[config.mk]
export PLATFORM = sky130hd
export DESIGN_NAME = spi_master_top
export DESIGN_NICKNAME = d
export VERILOG_FILES = /design/src/spi_master_pkg.sv /design/src/spi_clk_div.sv /design/src/spi_master_top.sv /design/src/spi_regs.sv /design/src/spi_shift_reg.sv /design/src/spi_xfer_fsm.sv
export VERILOG_INCLUDE_DIRS = /design/src
export SDC_FILE = /design/constraint.sdc
export NUM_CORES = 1
export LEC_CHECK = 0
export BUFFER_PORTS_ARGS = -buffer_cell sky130_fd_sc_hd__buf_4
export CAP_MARGIN = 20
export CORE_ASPECT_RATIO = 0.5
export CORE_MARGIN = 2
export CORE_UTILIZATION = 50
export CTS_CLUSTER_SIZE = 20
export DETAILED_ROUTE_END_ITERATION = 8
export GPL_TIMING_DRIVEN = 0
export PLACE_DENSITY = 0.8
export SLEW_MARGIN = 20
export SYNTH_ARGS = -nofsm -noshare
export SYNTH_HDL_FRONTEND = slang
export SYNTH_SLANG_ARGS = --single-unit
[constraint.sdc]
create_clock -name wb_clk_i -period 2.9 [get_ports wb_clk_i]
set_input_delay 0.58 -clock wb_clk_i [delete_from_list [all_inputs] [get_ports wb_clk_i]]
set_output_delay 0.58 -clock wb_clk_i [all_outputs]
set_load 0.01 [all_outputs]
[src/spi_master_defs.svh]
// ---------------------------------------------------------------------
// spi master widths, register map and control bit positions
// include wherever a width or an address is needed
// ---------------------------------------------------------------------
`ifndef SPI_MASTER_DEFS_SVH
`define SPI_MASTER_DEFS_SVH

// widths
`define SPI_DATA_W 8    // data byte and bus width
`define SPI_DIV_W  16   // sclk divisor
`define SPI_NUM_SS 8    // slave selects

// register addresses on wb_adr_i[2:0]
`define SPI_ADR_CTRL  3'd0
`define SPI_ADR_DIVLO 3'd1
`define SPI_ADR_DIVHI 3'd2
`define SPI_ADR_CS    3'd3
`define SPI_ADR_DATA  3'd4
`define SPI_ADR_STAT  3'd5  // bit 0 tip, bit 1 irq
`define SPI_ADR_CMD   3'd6  // bit 0 starts a byte

// control register bits
`define SPI_CTRL_SPE   0
`define SPI_CTRL_CPOL  1
`define SPI_CTRL_CPHA  2
`define SPI_CTRL_LSBFE 3

`endif

[src/spi_master_pkg.sv]
// ---------------------------------------------------------------------
// shared types of the spi master: configuration, shift strobes
// and transfer states
// ---------------------------------------------------------------------
`include "spi_master_defs.svh"

package spi_master_pkg;

	// ------------------------------------------------------------------
	// configuration from the register block
	// ------------------------------------------------------------------
	typedef struct packed {
		logic                  spe;     // core enable
		logic                  cpol;    // sclk idle level
		logic                  cpha;    // 1 = shift on leading edge
		logic                  lsbfe;   // lsb first
		logic [`SPI_DIV_W-1:0] divisor; // half period = divisor+1 clocks
	} spi_cfg_t;

	// ------------------------------------------------------------------
	// per-cycle strobes, fsm to shift register
	// ------------------------------------------------------------------
	typedef struct packed {
		logic load;    // take tx byte
		logic sample;  // capture miso
		logic shift;   // advance one bit
	} spi_shift_t;

	// transfer sequencing
	typedef enum logic [1:0] {
		IDLE  = 2'd0,
		SETUP = 2'd1,  // load byte, first bit on mosi
		SHIFT = 2'd2,  // 16 sclk edges
		DONE  = 2'd3   // closing strobe and done pulse
	} spi_state_e;

endpackage

[src/spi_clk_div.sv]
// ---------------------------------------------------------------------
// sclk half period generator
// tick every divisor+1 clocks while run is high, last flags the 16th
// ---------------------------------------------------------------------
`timescale 1ns/1ps
`include "spi_master_defs.svh"

module spi_clk_div (
	input  logic                  wb_clk_i,
	input  logic                  rst,
	input  logic                  run_i,
	input  logic [`SPI_DIV_W-1:0] divisor_i,
	output logic                  tick_o,
	output logic                  last_o
);

	logic [`SPI_DIV_W-1:0] cnt_q;   // clocks left in this half period
	logic [3:0]            edge_q;  // ticks so far, 0..15

	// ------------------------------------------------------------------
	// half period counter
	// ------------------------------------------------------------------
	always_ff @(posedge wb_clk_i or posedge rst) begin
		if (rst) begin
			cnt_q <= '0;
		end else if (!run_i) begin
			cnt_q <= divisor_i;       // first tick a full half period after run
		end else if (cnt_q == '0) begin
			cnt_q <= divisor_i;       // reload
		end else begin
			cnt_q <= cnt_q - 1'b1;
		end
	end

	assign tick_o = run_i & (cnt_q == '0);

	// ------------------------------------------------------------------
	// edge counter
	// ------------------------------------------------------------------
	always_ff @(posedge wb_clk_i or posedge rst) begin
		if (rst)
			edge_q <= '0;
		else if (!run_i)
			edge_q <= '0;
		else if (tick_o)
			edge_q <= edge_q + 1'b1;  // wraps after 16
	end

	assign last_o = tick_o & (edge_q == 4'd15);

endmodule

[src/spi_master_top.sv]
// ---------------------------------------------------------------------
// spi master top level with wishbone slave port
// registers, transfer fsm, sclk divider and shift register
// ---------------------------------------------------------------------
`timescale 1ns/1ps
`include "spi_master_defs.svh"

module spi_master_top (
	input  logic                   wb_clk_i,
	input  logic                   rst,
	input  logic [2:0]             wb_adr_i,
	input  logic [`SPI_DATA_W-1:0] wb_dat_i,
	input  logic                   wb_we_i,
	input  logic                   wb_stb_i,
	input  logic                   wb_cyc_i,
	input  logic                   miso_i,
	output logic [`SPI_DATA_W-1:0] wb_dat_o,
	output logic                   wb_ack_o,
	output logic                   wb_inta_o,
	output logic                   tip_o,
	output logic                   sclk_o,
	output logic                   mosi_o,
	output logic [`SPI_NUM_SS-1:0] ss_n_o
);

	spi_master_pkg::spi_cfg_t   cfg;
	spi_master_pkg::spi_shift_t shift_ctl;
	logic [`SPI_NUM_SS-1:0]     cs;
	logic [`SPI_DATA_W-1:0]     tx_data;
	logic [`SPI_DATA_W-1:0]     rx_data;
	logic                       start;
	logic                       done;
	logic                       tip;
	logic                       run;
	logic                       tick;
	logic                       last;

	// ------------------------------------------------------------------
	// bus side
	// ------------------------------------------------------------------
	spi_regs regs_i (
		.wb_clk_i  (wb_clk_i),
		.rst       (rst),
		.wb_adr_i  (wb_adr_i),
		.wb_dat_i  (wb_dat_i),
		.wb_we_i   (wb_we_i),
		.wb_stb_i  (wb_stb_i),
		.wb_cyc_i  (wb_cyc_i),
		.wb_dat_o  (wb_dat_o),
		.wb_ack_o  (wb_ack_o),
		.wb_inta_o (wb_inta_o),
		.cfg_o     (cfg),
		.cs_o      (cs),
		.tx_data_o (tx_data),
		.start_o   (start),
		.rx_data_i (rx_data),
		.done_i    (done),
		.tip_i     (tip)
	);

	// ------------------------------------------------------------------
	// spi side
	// ------------------------------------------------------------------
	spi_xfer_fsm fsm_i (
		.wb_clk_i (wb_clk_i),
		.rst      (rst),
		.cfg_i    (cfg),
		.start_i  (start),
		.tick_i   (tick),
		.last_i   (last),
		.run_o    (run),
		.shift_o  (shift_ctl),
		.done_o   (done),
		.tip_o    (tip),
		.sclk_o   (sclk_o)
	);

	spi_clk_div div_i (
		.wb_clk_i  (wb_clk_i),
		.rst       (rst),
		.run_i     (run),
		.divisor_i (cfg.divisor),
		.tick_o    (tick),
		.last_o    (last)
	);

	spi_shift_reg sr_i (
		.wb_clk_i  (wb_clk_i),
		.rst       (rst),
		.lsbfe_i   (cfg.lsbfe),
		.ctl_i     (shift_ctl),
		.tx_data_i (tx_data),
		.miso_i    (miso_i),
		.mosi_o    (mosi_o),
		.rx_data_o (rx_data)
	);

	assign ss_n_o = ~(cs & {`SPI_NUM_SS{tip}});  // selects only during a byte
	assign tip_o  = tip;

endmodule

[src/spi_regs.sv]
// ---------------------------------------------------------------------
// wishbone register block of the spi master
// single cycle ack, config/cs/tx registers, start command,
// received byte, sticky transfer-complete interrupt
// ---------------------------------------------------------------------
`timescale 1ns/1ps
`include "spi_master_defs.svh"

module spi_regs (
	input  logic                      wb_clk_i,
	input  logic                      rst,
	input  logic [2:0]                wb_adr_i,
	input  logic [`SPI_DATA_W-1:0]    wb_dat_i,
	input  logic                      wb_we_i,
	input  logic                      wb_stb_i,
	input  logic                      wb_cyc_i,
	output logic [`SPI_DATA_W-1:0]    wb_dat_o,
	output logic                      wb_ack_o,
	output logic                      wb_inta_o,
	output spi_master_pkg::spi_cfg_t  cfg_o,
	output logic [`SPI_NUM_SS-1:0]    cs_o,
	output logic [`SPI_DATA_W-1:0]    tx_data_o,
	output logic                      start_o,
	input  logic [`SPI_DATA_W-1:0]    rx_data_i,
	input  logic                      done_i,
	input  logic                      tip_i
);

	spi_master_pkg::spi_cfg_t cfg_q;
	logic [`SPI_NUM_SS-1:0]   cs_q;
	logic [`SPI_DATA_W-1:0]   tx_q;
	logic [`SPI_DATA_W-1:0]   rx_q;
	logic [`SPI_DATA_W-1:0]   rd_data;
	logic                     ack_q;
	logic                     irq_q;
	logic                     wr;      // write accepted this cycle
	logic                     cfg_wr;  // write allowed into config space

	// ------------------------------------------------------------------
	// bus handshake
	// ------------------------------------------------------------------
	always_ff @(posedge wb_clk_i or posedge rst) begin
		if (rst)
			ack_q <= 1'b0;
		else
			ack_q <= wb_cyc_i & wb_stb_i & ~ack_q; // one cycle, never back to back
	end

	assign wr     = ack_q & wb_we_i;
	assign cfg_wr = wr & ~tip_i;   // config frozen while a byte runs

	// start only when enabled and idle, otherwise the command is lost
	assign start_o = wr & (wb_adr_i == `SPI_ADR_CMD) & wb_dat_i[0] & cfg_q.spe & ~tip_i;

	// ------------------------------------------------------------------
	// control state
	// ------------------------------------------------------------------
	always_ff @(posedge wb_clk_i or posedge rst) begin
		if (rst) begin
			cfg_q <= '0;
			cs_q  <= '0;
			irq_q <= 1'b0;
		end else begin
			if (cfg_wr) begin
				case (wb_adr_i)
					`SPI_ADR_CTRL: begin
						cfg_q.spe   <= wb_dat_i[`SPI_CTRL_SPE];
						cfg_q.cpol  <= wb_dat_i[`SPI_CTRL_CPOL];
						cfg_q.cpha  <= wb_dat_i[`SPI_CTRL_CPHA];
						cfg_q.lsbfe <= wb_dat_i[`SPI_CTRL_LSBFE];
					end
					`SPI_ADR_DIVLO: cfg_q.divisor[`SPI_DATA_W-1:0] <= wb_dat_i;
					`SPI_ADR_DIVHI: cfg_q.divisor[`SPI_DIV_W-1:`SPI_DATA_W] <= wb_dat_i;
					`SPI_ADR_CS:    cs_q <= wb_dat_i;
					default: ;
				endcase
			end
			// sticky irq, a new completion beats the clear
			if (done_i)
				irq_q <= 1'b1;
			else if (wr && wb_adr_i == `SPI_ADR_STAT && wb_dat_i[1])
				irq_q <= 1'b0;
		end
	end

	// payload bytes
	always_ff @(posedge wb_clk_i) begin
		if (cfg_wr && wb_adr_i == `SPI_ADR_DATA)
			tx_q <= wb_dat_i;
		if (done_i)
			rx_q <= rx_data_i;  // received byte kept until next done
	end

	// ------------------------------------------------------------------
	// read mux
	// ------------------------------------------------------------------
	always_comb begin
		rd_data = '0;
		case (wb_adr_i)
			`SPI_ADR_CTRL: begin
				rd_data[`SPI_CTRL_SPE]   = cfg_q.spe;
				rd_data[`SPI_CTRL_CPOL]  = cfg_q.cpol;
				rd_data[`SPI_CTRL_CPHA]  = cfg_q.cpha;
				rd_data[`SPI_CTRL_LSBFE] = cfg_q.lsbfe;
			end
			`SPI_ADR_DIVLO: rd_data = cfg_q.divisor[`SPI_DATA_W-1:0];
			`SPI_ADR_DIVHI: rd_data = cfg_q.divisor[`SPI_DIV_W-1:`SPI_DATA_W];
			`SPI_ADR_CS:    rd_data = cs_q;
			`SPI_ADR_DATA:  rd_data = rx_q;
			`SPI_ADR_STAT: begin
				rd_data[0] = tip_i;
				rd_data[1] = irq_q;
			end
			default: rd_data = '0;  // cmd reads zero
		endcase
	end

	assign wb_dat_o  = ack_q ? rd_data : '0;
	assign wb_ack_o  = ack_q;
	assign wb_inta_o = irq_q;
	assign cfg_o     = cfg_q;
	assign cs_o      = cs_q;
	assign tx_data_o = tx_q;

endmodule

[src/spi_shift_reg.sv]
// ---------------------------------------------------------------------
// byte shift register for mosi/miso, msb or lsb first
// miso is held on sample and shifted in on the next shift strobe
// ---------------------------------------------------------------------
`timescale 1ns/1ps
`include "spi_master_defs.svh"

module spi_shift_reg (
	input  logic                       wb_clk_i,
	input  logic                       rst,
	input  logic                       lsbfe_i,
	input  spi_master_pkg::spi_shift_t ctl_i,
	input  logic [`SPI_DATA_W-1:0]     tx_data_i,
	input  logic                       miso_i,
	output logic                       mosi_o,
	output logic [`SPI_DATA_W-1:0]     rx_data_o
);

	logic [`SPI_DATA_W-1:0] sr_q, sr_d;
	logic                   hold_q;   // last sampled miso
	logic                   in_bit;

	// sample and shift in the same clock take miso directly
	assign in_bit = ctl_i.sample ? miso_i : hold_q;

	always_comb begin
		sr_d = sr_q;
		if (ctl_i.load)
			sr_d = tx_data_i;
		else if (ctl_i.shift) begin
			if (lsbfe_i)
				sr_d = {in_bit, sr_q[`SPI_DATA_W-1:1]};   // out at bit 0, in at top
			else
				sr_d = {sr_q[`SPI_DATA_W-2:0], in_bit};   // out at top, in at bit 0
		end
	end

	// sr drives mosi, so it idles low after reset
	always_ff @(posedge wb_clk_i or posedge rst) begin
		if (rst)
			sr_q <= '0;
		else
			sr_q <= sr_d;
	end

	always_ff @(posedge wb_clk_i) begin
		if (ctl_i.sample)
			hold_q <= miso_i;
	end

	assign mosi_o = lsbfe_i ? sr_q[0] : sr_q[`SPI_DATA_W-1];

	// next value, so the done cycle already sees the final cpha=1 bit
	assign rx_data_o = sr_d;

endmodule

[src/spi_xfer_fsm.sv]
// ---------------------------------------------------------------------
// transfer fsm: idle, setup, 16 sclk edges, done
// drives sclk and the shift register strobes from the divider ticks
// ---------------------------------------------------------------------
`timescale 1ns/1ps

module spi_xfer_fsm (
	input  logic                       wb_clk_i,
	input  logic                       rst,
	input  spi_master_pkg::spi_cfg_t   cfg_i,
	input  logic                       start_i,
	input  logic                       tick_i,   // half period elapsed
	input  logic                       last_i,   // 16th tick
	output logic                       run_o,
	output spi_master_pkg::spi_shift_t shift_o,
	output logic                       done_o,
	output logic                       tip_o,
	output logic                       sclk_o
);

	spi_master_pkg::spi_state_e state_q, state_d;
	logic sclk_q;
	logic sample_q;   // sample one clock after the sampling edge
	logic first_q;    // no tick seen yet in this byte
	logic odd_tick;   // leading edge of a period
	logic in_shift;

	assign in_shift = (state_q == spi_master_pkg::SHIFT);
	assign odd_tick = (sclk_q == cfg_i.cpol);  // sclk still idle = leading edge

	// ------------------------------------------------------------------
	// next state
	// ------------------------------------------------------------------
	always_comb begin
		state_d = state_q;
		case (state_q)
			spi_master_pkg::IDLE:  if (start_i) state_d = spi_master_pkg::SETUP;
			spi_master_pkg::SETUP: state_d = spi_master_pkg::SHIFT;
			spi_master_pkg::SHIFT: if (tick_i && last_i) state_d = spi_master_pkg::DONE;
			default:               state_d = spi_master_pkg::IDLE;  // DONE
		endcase
	end

	always_ff @(posedge wb_clk_i or posedge rst) begin
		if (rst) begin
			state_q  <= spi_master_pkg::IDLE;
			sclk_q   <= 1'b0;
			sample_q <= 1'b0;
			first_q  <= 1'b0;
		end else begin
			state_q <= state_d;
			// sclk toggles on ticks, parks at cpol otherwise
			if (in_shift && tick_i)
				sclk_q <= ~sclk_q;
			else if (!in_shift)
				sclk_q <= cfg_i.cpol;
			// cpha=0 samples on odd ticks, cpha=1 on even ticks
			sample_q <= in_shift & tick_i & (odd_tick ^ cfg_i.cpha);
			if (state_q == spi_master_pkg::SETUP)
				first_q <= 1'b1;
			else if (tick_i)
				first_q <= 1'b0;
		end
	end

	// ------------------------------------------------------------------
	// strobes
	// ------------------------------------------------------------------
	assign shift_o.load   = (state_q == spi_master_pkg::SETUP);
	assign shift_o.sample = sample_q;
	// shift edge is the other parity; the first cpha=1 edge is covered by the load,
	// the last cpha=1 bit goes in during DONE
	assign shift_o.shift  = (in_shift & tick_i & ~(odd_tick ^ cfg_i.cpha) & ~first_q) |
	                        ((state_q == spi_master_pkg::DONE) & cfg_i.cpha);

	assign run_o  = in_shift;
	assign done_o = (state_q == spi_master_pkg::DONE);
	assign tip_o  = (state_q == spi_master_pkg::SETUP) | in_shift;
	assign sclk_o = sclk_q;

endmodule
==> flow_summary.toml <==
[final_layout]
postLayoutCoreUtil_pct = 60.92
final_common_cell = "dfrtp_1"
final_cell_mix = "dfrtp_1 (63), nand2_1 (43), buf_4 (36)"
final_area_mm2 = 0.004891
antenna_cells = 0
fin_nets = 454
final_layout_size_suffix_gt1_share_pct = 22.99
area_growth_pct = 17.85

[synth]
syn_nets = 405
syn-instance-count = 381
yosysWarnings = 0
synth_cell_types = 50
ys_ff_latch = 80
async_reset_ff_share_pct = 78.75
synth_edf_count = 16
syn_area_per_cell_um2 = 10.89
ys.flop_type = "dfrtp_1"
synth-seq-area-share_pct = 50.05
syn_area_mm2 = 0.004150

[critical_path]
worstPathMaxFanout = 10
critPathArrivalTime_ns = 2.20
cp-start-kind = "input pin"
crit_type = "input pin to output port"
cp.required_ns = 2.32
critPathCaptureType = "output port"

[timing]
rsz0062_at_grt = "no"
setup_ws_ns = 0.1245
fin_crit_sh_pct = 95.71
max-slew-margin-rel_pct = 32.42
finalSetupViolations = 0
hold_viol_final = 0
tightest_slew_ns = 1.005
post-route-min-period_ns = 2.776
whs_ns = 0.1497
achievable-frequency_mhz = 360.3
drv_slew = 0
skew_ns = 0.004919

[clock_network]
clk_pin_slew_ns = 0.06
clock_latency_ns = 0.35
cts_root_buf = "clkbuf_16"
clk_path_buf_depth = 2
cts-htree-levels = 3
clkSinkCount = 80
ctsHoldBuffers = 0
cts_tree = "built"
numCtsBuffers = 9

[power_and_ir_drop]
power_density_mw_per_mm2 = 950.0
cellLeakagePower_uw = 0.002000
p_sw_share_pct = 36.47
p_switching_uw = 1695
comb_power_share_pct = 37.3
p_total_uw = 4646
seqPwrFrac_pct = 39.0
intPower_uw = 2952
ir_drop_mv = 0.3617
p_clk_share_pct = 23.7

[drt]
drt-total-wl_um = 9872
vias_per_cell = 5.781
wl_per_cell_um = 18.05
dr.pass1.iters = 5
vias = 3162
drtIter0Drc = 288
route.detailed.drc = 0
postRouteAntennaNets = 0

[die]
num_rows = 23
ios = 38
die_h_um = 68.42
dieArea_mm2 = 0.009089
fp.coreArea_mm2 = 0.008029
start_util_pct = 51.69
die_w_um = 132.8

[place]
hpwl_um = 6946
io_buffers = 36
place_ws_ns = 0.04589
gp_congestion = 0.8575
detailed_place.area_mm2 = 0.004602

[global_route]
grt_overflow = 0
grt_pass1_wl_um = 16080
first_global_vias = 3076
grt_max_degree = 52
antenna_found_initial = 0
gr-usage-all-layers_pct = 23.41

[run]
cap_viol_max_count = 0

[outcome]
outcome = "complete, no violations"

[worst_hold_path]
hp-class = "input pin to async pin"
==> worst max-delay path, cell delays in order <==
cell	delay, ns
buf_4	0.09
clkbuf_1	0.41
clkbuf_1	0.42
o21a_1	0.20
nor2_1	0.04
o31a_1	0.31
buf_4	0.15
==> kinds of logic after synthesis <==
family                     after synthesis  synth area share [%]
AOI/OAI and AO/OA                       65                 9.677
xor gates and xnor gates                16                 3.738
adders and majority gates                7                 2.110
buffers and inverters                   33                 3.226
DFF                                     80                 50.05
muxes                                   47                 12.96
and+or+nand+nor                        133                 18.24
==> cell usage after synthesis, types with 2 or more instances <==
| master | n | area (um^2) |
|---|---|---|
| a21boi_0 | 2 | 15.01 |
| a21oi_1 | 5 | 25.02 |
| a22oi_1 | 6 | 45.04 |
| and2_1 | 6 | 37.54 |
| buf_1 | 2 | 7.510 |
| buf_2 | 2 | 10.01 |
| clkbuf_1 | 19 | 71.32 |
| dfrtp_1 | 63 | 1577 |
| edfxtp_1 | 16 | 480.5 |
| ha_1 | 7 | 87.58 |
| inv_1 | 9 | 33.78 |
| mux2_2 | 34 | 382.9 |
| mux2i_1 | 11 | 110.1 |
| mux4_2 | 2 | 45.04 |
| nand2_1 | 43 | 161.4 |
| nand2b_1 | 3 | 18.77 |
| nand3_1 | 14 | 70.07 |
| nand3b_1 | 8 | 60.06 |
| nand4_1 | 3 | 18.77 |
| nor2_1 | 11 | 41.29 |
| nor2b_1 | 2 | 12.51 |
| nor3_1 | 4 | 20.02 |
| nor3b_1 | 11 | 82.58 |
| nor4_1 | 4 | 25.02 |
| o211ai_1 | 2 | 15.01 |
| o21a_1 | 4 | 30.03 |
| o21ai_0 | 32 | 160.2 |
| o31a_1 | 3 | 26.28 |
| o31ai_1 | 6 | 45.04 |
| or3_1 | 4 | 25.02 |
| or3b_2 | 2 | 17.52 |
| or4_1 | 7 | 52.55 |
| or4_4 | 2 | 22.52 |
| or4b_1 | 2 | 20.02 |
| or4b_2 | 2 | 20.02 |
| xnor2_1 | 8 | 70.07 |
| xor2_1 | 7 | 61.31 |
==> cell type report <==
class	instances	area, um^2
plain buffers	24	102.6
clock buffers	12	236.5
clock inverters	4	45.04
fillers	628	3138
inverters	9	36.28
multi-input cells	268	1951
flip-flops and latches	80	2077
well taps	112	140.1
repair buffers	38	302.8
==> stage by stage <==
step	std cells	TNS [ns]
final	547	0
after global routing	547	0
after CTS	546	0
after detailed placement	530	0
after global placement	529	-4.284
after floorplan	381	0
==> sequential cells by signal (all words and copies together) (netlist names) <==
signal and flops:
sr_i.hold_q 1, regs_i.tx_data_o 8, regs_i.wb_inta_o 1, regs_i.wb_ack_o 1, fsm_i.sample_q 1, regs_i.cs_o 8
sr_i.sr_q 8, regs_i.cfg_o 20, div_i.edge_q 4, regs_i.rx_q 8, fsm_i.sclk_o 1, div_i.cnt_q 16
fsm_i.first_q 1, fsm_i.state_q 2
==> final timing paths <==
check	to	depth (start not counted)	slack (ns)	start
min in group wb_clk_i	regs_i.tx_data_o[7]	1	0.45	wb_dat_i[7]
max in group asynchronous	div_i.cnt_q[4]	3	2.25	rst
max reg2reg	regs_i.rx_q[5]	8	0.13	div_i.cnt_q[0]
max	wb_dat_o[0]	7	0.12	wb_adr_i[1]
min	fsm_i.state_q[0]	2	0.15	rst
min reg2reg	fsm_i.first_q	1	0.48	fsm_i.first_q
==> layer usage <==
layer | up-vias | GRT usage (%) | part of all wire, %
li1 | 1488 | - | -
met1 | 1567 | 30.83 | 46
met2 | 97 | 38.54 | 47
met5 | - | 0 | 0
met3 | 10 | 6.222 | 6.0
met4 | 0 | 7.796 | 0.81
==> power by group through the flow <==
stage / clock [uW] / combinational, uW / sequential, uW
final: 1100 / 1730 / 1810
after global routing: 1150 / 1940 / 1860
after CTS: 1110 / 1720 / 1810
after detailed placement: 0 / 1700 / 1820
after global placement: 0 / 1630 / 1810
after floorplan: 0 / 1240 / 1720
==> timing repair <==
action                                  CTS  global route
buffers inserted                          0             0
gates resized for setup                   0             4
endpoints found under the setup margin    0             2
hold endpoints to repair                  0             0
(Power assumes the default switching activity.)
